<file path="src/verilog/cp_bond_pkg.sv">
// Shared types for the TX channel-bonding control plane
// Compensation source, register addresses, config and strobe bundles

package cp_bond_pkg;

   // --------------------
   // Compensation source select
   // --------------------
   typedef enum logic [1:0] {
      COMP_MASTER = 2'd0,   // Own lane strobe
      COMP_US_TAP = 2'd1,   // Strobe arriving from upstream
      COMP_DS_TAP = 2'd2,   // Strobe arriving from downstream
      COMP_OFF    = 2'd3    // Counter disabled
   } compin_sel_e;

   // --------------------
   // Config register map
   // --------------------
   typedef enum logic {
      ADDR_CTRL  = 1'b0,    // Control register
      ADDR_COUNT = 1'b1     // Compensation count
   } cfg_addr_e;

   // Control register fields, listed from bit 0 upward in the register.
   // The register block maps each bit to its field by name.
   typedef struct packed {
      logic        us_master;    // Lane drives upstream direction
      logic        ds_master;    // Lane drives downstream direction
      compin_sel_e compin_sel;   // Counter source
      logic        double_read;  // Doubles the wren count
      logic        dft_en;       // Scan gating of neighbor inputs
      logic        dft_value;    // Forced neighbor value in scan
   } bond_cfg_t;

   // --------------------
   // Control strobe bundle
   // --------------------
   typedef struct packed {
      logic dv;     // Data valid
      logic wren;   // FIFO write enable
      logic rden;   // FIFO read enable
   } strobe_t;

endpackage

</file>
<file path="src/verilog/cp_bond.sv">
// Channel-bonding block for the dv, wren and rden strobes
// Scan gating, wren count doubling, distribution pairs, counters, test bus

`timescale 1ns/1ps

module cp_bond #(
   parameter int CNTWIDTH = 8
) (
   input  logic                     clk,
   input  logic                     rst,
   input  logic                     data_valid_raw,   // Read side back-pressure
   input  logic                     wr_flush,
   input  logic                     rd_flush,
   input  cp_bond_pkg::bond_cfg_t   cfg,
   input  logic [CNTWIDTH-1:0]      comp_cnt,
   input  cp_bond_pkg::strobe_t     master_in,
   input  cp_bond_pkg::strobe_t     us_in,
   input  cp_bond_pkg::strobe_t     ds_in,
   output cp_bond_pkg::strobe_t     us_out,
   output cp_bond_pkg::strobe_t     ds_out,
   output cp_bond_pkg::strobe_t     comp_en,
   output logic                     compin_wren,
   output logic                     compin_rden,
   output logic [19:0]              testbus
);

   cp_bond_pkg::strobe_t us_in_g;    // Neighbor inputs after scan gating
   cp_bond_pkg::strobe_t ds_in_g;
   cp_bond_pkg::strobe_t us_tap;
   cp_bond_pkg::strobe_t ds_tap;
   cp_bond_pkg::strobe_t us_out_w;
   cp_bond_pkg::strobe_t ds_out_w;
   logic [CNTWIDTH-1:0]  cnt_wren;   // Possibly doubled count
   logic                 match_dv;
   logic                 match_wren;
   logic                 match_rden;

   // --------------------
   // Scan gating and count doubling
   // --------------------
   assign us_in_g  = cfg.dft_en ? {3{cfg.dft_value}} : us_in;
   assign ds_in_g  = cfg.dft_en ? {3{cfg.dft_value}} : ds_in;
   assign cnt_wren = cfg.double_read ? (comp_cnt << 1) : comp_cnt;   // Truncated

   // --------------------
   // Data valid path, free running
   // --------------------
   cp_dist_pair u_pair_dv (
      .clk (clk), .rst (rst), .clear (1'b0), .data_enable (1'b1),
      .master_in (master_in.dv), .us_in (us_in_g.dv), .ds_in (ds_in_g.dv),
      .us_master (cfg.us_master), .ds_master (cfg.ds_master),
      .us_out (us_out_w.dv), .ds_out (ds_out_w.dv),
      .us_tap (us_tap.dv), .ds_tap (ds_tap.dv)
   );

   cp_comp_cntr #(.CNTWIDTH (CNTWIDTH)) u_cntr_dv (
      .clk (clk), .rst (rst), .clear (1'b0), .data_enable (1'b1),
      .master_in (master_in.dv), .us_tap (us_tap.dv), .ds_tap (ds_tap.dv),
      .compin_sel (cfg.compin_sel), .comp_cnt (comp_cnt),
      .comp_match (match_dv), .compin_level ()   // No dv level output
   );

   // --------------------
   // Write enable path
   // --------------------
   cp_dist_pair u_pair_wren (
      .clk (clk), .rst (rst), .clear (wr_flush), .data_enable (1'b1),
      .master_in (master_in.wren), .us_in (us_in_g.wren), .ds_in (ds_in_g.wren),
      .us_master (cfg.us_master), .ds_master (cfg.ds_master),
      .us_out (us_out_w.wren), .ds_out (ds_out_w.wren),
      .us_tap (us_tap.wren), .ds_tap (ds_tap.wren)
   );

   cp_comp_cntr #(.CNTWIDTH (CNTWIDTH)) u_cntr_wren (
      .clk (clk), .rst (rst), .clear (wr_flush), .data_enable (1'b1),
      .master_in (master_in.wren), .us_tap (us_tap.wren), .ds_tap (ds_tap.wren),
      .compin_sel (cfg.compin_sel), .comp_cnt (cnt_wren),
      .comp_match (match_wren), .compin_level (compin_wren)
   );

   // --------------------
   // Read enable path, stalled by back-pressure
   // --------------------
   cp_dist_pair u_pair_rden (
      .clk (clk), .rst (rst), .clear (rd_flush), .data_enable (data_valid_raw),
      .master_in (master_in.rden), .us_in (us_in_g.rden), .ds_in (ds_in_g.rden),
      .us_master (cfg.us_master), .ds_master (cfg.ds_master),
      .us_out (us_out_w.rden), .ds_out (ds_out_w.rden),
      .us_tap (us_tap.rden), .ds_tap (ds_tap.rden)
   );

   cp_comp_cntr #(.CNTWIDTH (CNTWIDTH)) u_cntr_rden (
      .clk (clk), .rst (rst), .clear (rd_flush), .data_enable (data_valid_raw),
      .master_in (master_in.rden), .us_tap (us_tap.rden), .ds_tap (ds_tap.rden),
      .compin_sel (cfg.compin_sel), .comp_cnt (comp_cnt),
      .comp_match (match_rden), .compin_level (compin_rden)
   );

   assign us_out  = us_out_w;
   assign ds_out  = ds_out_w;
   assign comp_en = {match_dv, match_wren, match_rden};

   // Test bus shows the ungated neighbor inputs
   assign testbus = {1'b0, data_valid_raw,
                     master_in.dv, us_in.dv, ds_in.dv,
                     ds_tap.dv, us_tap.dv, match_dv,
                     master_in.wren, us_in.wren, ds_in.wren,
                     ds_tap.wren, us_tap.wren, match_wren,
                     master_in.rden, us_in.rden, ds_in.rden,
                     ds_tap.rden, us_tap.rden, match_rden};

endmodule

</file>
<file path="src/verilog/cp_bond_top.sv">
// Top level of the TX bonding control plane
// Configuration registers joined to the bonding block

`timescale 1ns/1ps

module cp_bond_top #(
   parameter int CNTWIDTH = 8
) (
   input  logic                     clk,
   input  logic                     rst,
   // Configuration port
   input  logic                     cfg_wr,
   input  cp_bond_pkg::cfg_addr_e   cfg_addr,
   input  logic [7:0]               cfg_wdata,
   output logic [7:0]               cfg_rdata,
   // Bonding inputs
   input  cp_bond_pkg::strobe_t     master_in,
   input  cp_bond_pkg::strobe_t     us_in,
   input  cp_bond_pkg::strobe_t     ds_in,
   input  logic                     data_valid_raw,
   input  logic                     wr_flush,
   input  logic                     rd_flush,
   // Bonding outputs
   output cp_bond_pkg::strobe_t     us_out,
   output cp_bond_pkg::strobe_t     ds_out,
   output cp_bond_pkg::strobe_t     comp_en,
   output logic                     compin_wren,
   output logic                     compin_rden,
   output logic [19:0]              testbus
);

   cp_bond_pkg::bond_cfg_t cfg;
   logic [CNTWIDTH-1:0]    comp_cnt;

   // --------------------
   // Register block
   // --------------------
   cp_cfg_regs #(.CNTWIDTH (CNTWIDTH)) u_cfg_regs (
      .clk       (clk),
      .rst       (rst),
      .cfg_wr    (cfg_wr),
      .cfg_addr  (cfg_addr),
      .cfg_wdata (cfg_wdata),
      .cfg_rdata (cfg_rdata),
      .cfg       (cfg),
      .comp_cnt  (comp_cnt)
   );

   // --------------------
   // Bonding logic
   // --------------------
   cp_bond #(.CNTWIDTH (CNTWIDTH)) u_bond (
      .clk            (clk),
      .rst            (rst),
      .data_valid_raw (data_valid_raw),
      .wr_flush       (wr_flush),
      .rd_flush       (rd_flush),
      .cfg            (cfg),
      .comp_cnt       (comp_cnt),
      .master_in      (master_in),
      .us_in          (us_in),
      .ds_in          (ds_in),
      .us_out         (us_out),
      .ds_out         (ds_out),
      .comp_en        (comp_en),
      .compin_wren    (compin_wren),
      .compin_rden    (compin_rden),
      .testbus        (testbus)
   );

endmodule

</file>
<file path="src/verilog/cp_cfg_regs.sv">
// Bonding configuration registers
// Control and compensation count registers with combinational readback

`timescale 1ns/1ps

module cp_cfg_regs #(
   parameter int CNTWIDTH = 8
) (
   input  logic                     clk,
   input  logic                     rst,
   input  logic                     cfg_wr,      // Write strobe
   input  cp_bond_pkg::cfg_addr_e   cfg_addr,
   input  logic [7:0]               cfg_wdata,
   output logic [7:0]               cfg_rdata,   // Readback for cfg_addr
   output cp_bond_pkg::bond_cfg_t   cfg,
   output logic [CNTWIDTH-1:0]      comp_cnt
);

   cp_bond_pkg::bond_cfg_t ctrl_q;
   logic [CNTWIDTH-1:0]    cnt_q;
   logic [15:0]            wdata_ext;   // Zero extended write data
   logic [15:0]            cnt_ext;     // Zero extended count for readback

   assign wdata_ext = {8'h00, cfg_wdata};
   assign cnt_ext   = 16'(cnt_q);

   // --------------------
   // Register writes
   // --------------------
   always_ff @(posedge clk) begin
      if (rst) begin
         ctrl_q <= '0;
         cnt_q  <= '0;
      end else if (cfg_wr) begin
         case (cfg_addr)
            cp_bond_pkg::ADDR_CTRL: begin
               ctrl_q.us_master   <= cfg_wdata[0];
               ctrl_q.ds_master   <= cfg_wdata[1];
               ctrl_q.compin_sel  <= cp_bond_pkg::compin_sel_e'(cfg_wdata[3:2]);
               ctrl_q.double_read <= cfg_wdata[4];
               ctrl_q.dft_en      <= cfg_wdata[5];
               ctrl_q.dft_value   <= cfg_wdata[6];
            end
            cp_bond_pkg::ADDR_COUNT: begin
               cnt_q <= wdata_ext[CNTWIDTH-1:0];   // Low CNTWIDTH bits
            end
            default: ;
         endcase
      end
   end

   // --------------------
   // Readback
   // --------------------
   always_comb begin
      cfg_rdata = '0;
      case (cfg_addr)
         cp_bond_pkg::ADDR_CTRL: begin
            cfg_rdata = {1'b0,
                         ctrl_q.dft_value,
                         ctrl_q.dft_en,
                         ctrl_q.double_read,
                         ctrl_q.compin_sel,
                         ctrl_q.ds_master,
                         ctrl_q.us_master};
         end
         cp_bond_pkg::ADDR_COUNT: cfg_rdata = cnt_ext[7:0];
         default: ;
      endcase
   end

   assign cfg      = ctrl_q;
   assign comp_cnt = cnt_q;

endmodule

</file>
<file path="src/verilog/cp_comp_cntr.sv">
// Compensation counter for one strobe
// Fires a one-cycle aligned enable N+1 enabled cycles after a source event

`timescale 1ns/1ps

module cp_comp_cntr #(
   parameter int CNTWIDTH = 8
) (
   input  logic                       clk,
   input  logic                       rst,
   input  logic                       clear,         // Flush of this strobe path
   input  logic                       data_enable,   // Low freezes the counter
   input  logic                       master_in,
   input  logic                       us_tap,
   input  logic                       ds_tap,
   input  cp_bond_pkg::compin_sel_e   compin_sel,
   input  logic [CNTWIDTH-1:0]        comp_cnt,      // Delay N
   output logic                       comp_match,    // Aligned enable
   output logic                       compin_level   // Selected source level
);

   typedef enum logic {
      ST_IDLE,
      ST_COUNT
   } state_e;

   state_e              state_q;
   logic [CNTWIDTH-1:0] cnt_q;
   logic                src;

   // --------------------
   // Source select
   // --------------------
   always_comb begin
      case (compin_sel)
         cp_bond_pkg::COMP_MASTER: src = master_in;
         cp_bond_pkg::COMP_US_TAP: src = us_tap;
         cp_bond_pkg::COMP_DS_TAP: src = ds_tap;
         default:                  src = 1'b0;   // COMP_OFF
      endcase
   end

   assign compin_level = src;

   // --------------------
   // Counter FSM
   // --------------------
   always_ff @(posedge clk) begin
      if (rst || clear) begin
         state_q    <= ST_IDLE;
         cnt_q      <= '0;
         comp_match <= 1'b0;
      end else if (data_enable) begin
         comp_match <= 1'b0;   // Pulse lasts one enabled cycle
         case (state_q)
            ST_IDLE: begin
               if (src) begin
                  cnt_q   <= comp_cnt;
                  state_q <= ST_COUNT;
               end
            end
            ST_COUNT: begin
               // New source events are ignored until the pulse has fired
               if (cnt_q != '0) begin
                  cnt_q <= cnt_q - CNTWIDTH'(1);
               end else begin
                  comp_match <= 1'b1;
                  state_q    <= ST_IDLE;
               end
            end
            default: state_q <= ST_IDLE;
         endcase
      end
   end

endmodule

</file>
<file path="src/verilog/cp_dist_pair.sv">
// Registered upstream/downstream distribution of one control strobe
// Also registers the arriving neighbor strobes as taps

`timescale 1ns/1ps

module cp_dist_pair (
   input  logic clk,
   input  logic rst,
   input  logic clear,         // Flush of this strobe path
   input  logic data_enable,   // Low holds all registers
   input  logic master_in,     // Own lane strobe
   input  logic us_in,         // From upstream neighbor
   input  logic ds_in,         // From downstream neighbor
   input  logic us_master,
   input  logic ds_master,
   output logic us_out,        // Toward upstream neighbor
   output logic ds_out,        // Toward downstream neighbor
   output logic us_tap,
   output logic ds_tap
);

   logic us_next;
   logic ds_next;

   // A non-master lane passes the strobe through in the same direction
   // it was travelling, so the upstream output relays the downstream input
   assign us_next = us_master ? master_in : ds_in;
   assign ds_next = ds_master ? master_in : us_in;

   // --------------------
   // Forwarding registers
   // --------------------
   always_ff @(posedge clk) begin
      if (rst || clear) begin
         us_out <= 1'b0;
         ds_out <= 1'b0;
      end else if (data_enable) begin
         us_out <= us_next;
         ds_out <= ds_next;
      end
   end

   // --------------------
   // Neighbor taps
   // --------------------
   always_ff @(posedge clk) begin
      if (rst || clear) begin
         us_tap <= 1'b0;
         ds_tap <= 1'b0;
      end else if (data_enable) begin
         us_tap <= us_in;   // Feeds the compensation counter
         ds_tap <= ds_in;
      end
   end

endmodule
</file>
<file path="config.mk">
export PLATFORM = sky130hd
export DESIGN_NAME = cp_bond_top
export DESIGN_NICKNAME = d
export VERILOG_FILES = /design/src/verilog/cp_bond_pkg.sv /design/src/verilog/cp_bond.sv /design/src/verilog/cp_bond_top.sv /design/src/verilog/cp_cfg_regs.sv /design/src/verilog/cp_comp_cntr.sv /design/src/verilog/cp_dist_pair.sv
export SDC_FILE = /design/constraint.sdc
export NUM_CORES = 1
export LEC_CHECK = 0
export ABC_CLOCK_PERIOD_IN_PS = 5720
export BUFFER_PORTS_ARGS = -buffer_cell sky130_fd_sc_hd__buf_2
export CORE_ASPECT_RATIO = 2
export CORE_UTILIZATION = 50
export CTS_CLUSTER_DIAMETER = 100
export DETAILED_ROUTE_END_ITERATION = 7
export PLACE_DENSITY = 0.82
export SLEW_MARGIN = 15
export SYNTH_ARGS = -nofsm -noshare
export SYNTH_HDL_FRONTEND = slang
export SYNTH_SLANG_ARGS = --single-unit
</file>
<file path="constraint.sdc">
create_clock -name clk -period 5.72 [get_ports clk]
set_input_delay 0.286 -clock clk [delete_from_list [all_inputs] [get_ports clk]]
set_output_delay 0.286 -clock clk [all_outputs]
set_load 0.02 [all_outputs]
</file>
==> out/results.ini <==
[status]
status=finished, violations left
violations=design-rule violations

[yosys]
synth_edf_count=0
yosys_warnings=0
async_flop_share=0
ys.flop_type=dfxtp_1
synth_top_area_cell=dfxtp_1
synth_top_area_frac=0.366
synth_seq_area_share=0.366
syn_nets=413
synth_cells=386
synth_commonest_cells=57 x dfxtp_1, 46 x nor2_1, 36 x a21oi_1
syn_area_um2=3120
ys_ff_latch=57
yosysMostFrequentCell=dfxtp_1
synth.distinct_cells=55
synth_area_leaders=dfxtp_1 37%, buf_4 7.2%, mux2i_1 6.7%
syn_area_per_cell_um2=8.08

[critical_path]
crit_path_end=u_bond.u_cntr_rden.cnt_q[1]
path_common_cell=o211ai_1
worstSetupStartpoint=u_bond.u_cntr_rden.state_q
crit_required_ns=5.98
cp_max_fo=12
regToRegStartpoint=u_bond.u_cntr_rden.state_q
reg2reg_to=u_bond.u_cntr_rden.cnt_q[1]
slowest_delay_ns=0.56
r2r_cells=5
ff2ff_setup_slack_ns=3.47
arrival_ns=2.51
crit_buf_inv=1
cp_slowest_cell=dfxtp_1
crit_cells=5
critical_path_class=reg2reg
crit_family=compound AO/OA/AOI/OAI gates
cp-start-kind=register
end_kind=register
path_cells=clkinv_1 -> o211ai_1 -> o211ai_1 -> a211o_1 -> a21oi_1

[timing]
slew_viol_final=0
fin_skew_ns=0.00777
slew_headroom=0.358
tns_ns=0
rsz0062_at_grt=false
fmax_mhz=445
worstMarginPinSlew_ns=0.959
period_needed_ns=2.25
post-route-period-util=0.393
finalSetupViolCount=0
hold_viol=0

[cts]
clockBufferDepth=2
cts_tree=done
clk_latency_ns=0.33
clockRootBuffer=clkbuf_16
post_cts_resize_count=0
cts.sinks=57
clkTransAtPathRegs_ns=0.05
holdBufCountCts=0
htreeDepth=3
cts_buffers=9
postCtsSetupRepairBufs=0

[final_layout]
syn2layout_area_growth_pct=12.6
fin_area_um2=3510
antenna_cells=0
nNetsFinal=432
layout-drive-gt1-share=0.225
post-route-util=0.585

[drt]
ant_nets=0
dr.pass1.iters=6
drt_iter0_markers=117
viasPerCell=5.92
wl_per_cell_um=16.0
drt-total-wl_mm=7.56
drc=5
via_count=2796

[floorplanning]
die_area_um2=6580
fp-row-count=40
core_area_um2=6010
die_w_um=57.9
initial_core_util=0.519
die_h_um=114
io_pins=63

[flow_run]
max_cap_violations=0

[power_and_ir_drop]
p_leak_nw=1.43
powerDensity_nw_per_um2=358
peakVddDrop_mv=0.378
power.total_mw=1.26

[global_routing]
grt_pass1_vias=2604
grt_pass1_wl_mm=12.1
track_usage=0.241
antenna_found_initial=0
grt_remaining_overflow=0
grt_start_max_net_pins=38

[placement]
portBuffers=61
hpwl_mm=5.32
routabilityCongestion=0.919
place_area_um2=3180

[min_path]
hold_depth=3
hold_path_class=in2reg

sequential cells by signal (all words and copies together), names as in the netlist, 7 cells and up:
register	cells
u_bond.u_cntr_dv.cnt_q	8
u_bond.u_cntr_rden.cnt_q	8
u_bond.u_cntr_wren.cnt_q	8
u_cfg_regs.cfg	7
u_cfg_regs.comp_cnt	8
cells in the final DEF, fill, tap and decap left out, types with 2 or more instances in the layout:
cell       count
a211o_1        3
a211oi_1       4
a21oi_1       36
a2bb2oi_1      2
a31oi_1        4
and2_1         3
buf_2         61
bufinv_16      2
clkbuf_16      9
clkbuf_8       3
dfxtp_1       57
ha_1           3
inv_1         12
mux2_2         7
mux2i_1       21
nand2_1       30
nand2_2        2
nand2b_1       8
nand3_1       16
nand3b_1       4
nand4b_1       2
nor2_1        46
nor2b_1        4
nor3_1         9
nor3b_1        2
nor4_1         3
o211ai_1       5
o21a_1         2
o21ai_0       10
o22ai_1        4
o2bb2ai_1      2
o311ai_0       2
o31ai_1        4
o32ai_1        4
or2_2          3
power breakdown:
part	internal [mW]	switching [mW]	leakage, nW	total, mW
clock	0.414	0.175	0.162	0.588
sequential	0.422	0.0337	0.465	0.456
combinational	0.0898	0.123	0.800	0.213
total	0.925	0.331	1.43	1.26
kinds of logic after synthesis:
| family | after synthesis | share of synthesized area |
|---|---|---|
| muxes | 28 | 0.0927 |
| AOI/OAI and AO/OA | 91 | 0.189 |
| and+or+nand+nor | 139 | 0.217 |
| DFF | 57 | 0.366 |
| buffers and inverters | 66 | 0.119 |
| xor gates and xnor gates | 1 | 0.00281 |
| adders and majority gates | 3 | 0.0120 |
| other | 1 | 0.00120 |
metal layers:
layer | global-route usage | vias up | routed length, um
met1 | 0.275 | 1320 | 2970
met3 | 0.0556 | 21 | 325
met2 | 0.402 | 88 | 3980
li1 | - | 1367 | -
met4 | 0.137 | 0 | 279
met5 | 0 | - | 0
how the worst min path moves through the flow:
stage | from | endpoint | slack [ns]
6_report | cfg_wdata[7] | u_cfg_regs.comp_cnt[7] | 0.21
5_1_grt | cfg_wdata[7] | u_cfg_regs.comp_cnt[7] | 0.23
4_1_cts | cfg_wdata[7] | u_cfg_regs.comp_cnt[7] | 0.20
3_5_place_dp | u_bond.u_cntr_rden.cnt_q[1] | u_bond.u_cntr_rden.cnt_q[1] | 0.48
3_3_place_gp | u_bond.u_cntr_rden.cnt_q[1] | u_bond.u_cntr_rden.cnt_q[1] | 0.47
2_1_floorplan | cfg_wdata[2] | u_cfg_regs.cfg[3] | 0.42
metrics by stage:
stage          hold slack [ns]  setup WS (ns)  cells
2_1_floorplan            0.425           3.81    386
3_3_place_gp             0.467           3.63    457
3_5_place_dp             0.482           3.59    457
4_1_cts                  0.203           3.55    472
5_1_grt                  0.227           3.30    472
6_report                 0.207           3.47    472
worst reg2reg max path, stage by stage (launching register included):
cell	delay [ns]
dfxtp_1	0.56
clkinv_1	0.36
o211ai_1	0.25
o211ai_1	0.45
a211o_1	0.43
a21oi_1	0.13
area by class of cell:
cell class / count / area (um^2)
Tap cell: 63 / 78.8
Multi-Input combinational cell: 263 / 1610
Timing Repair Buffer: 61 / 305
Sequential cell: 57 / 1140
Inverter: 13 / 48.8
Clock buffer: 13 / 270
Clock inverter: 2 / 60.1
Fill cell: 562 / 2490
Note: power is estimated with default switching activity, not from simulation.
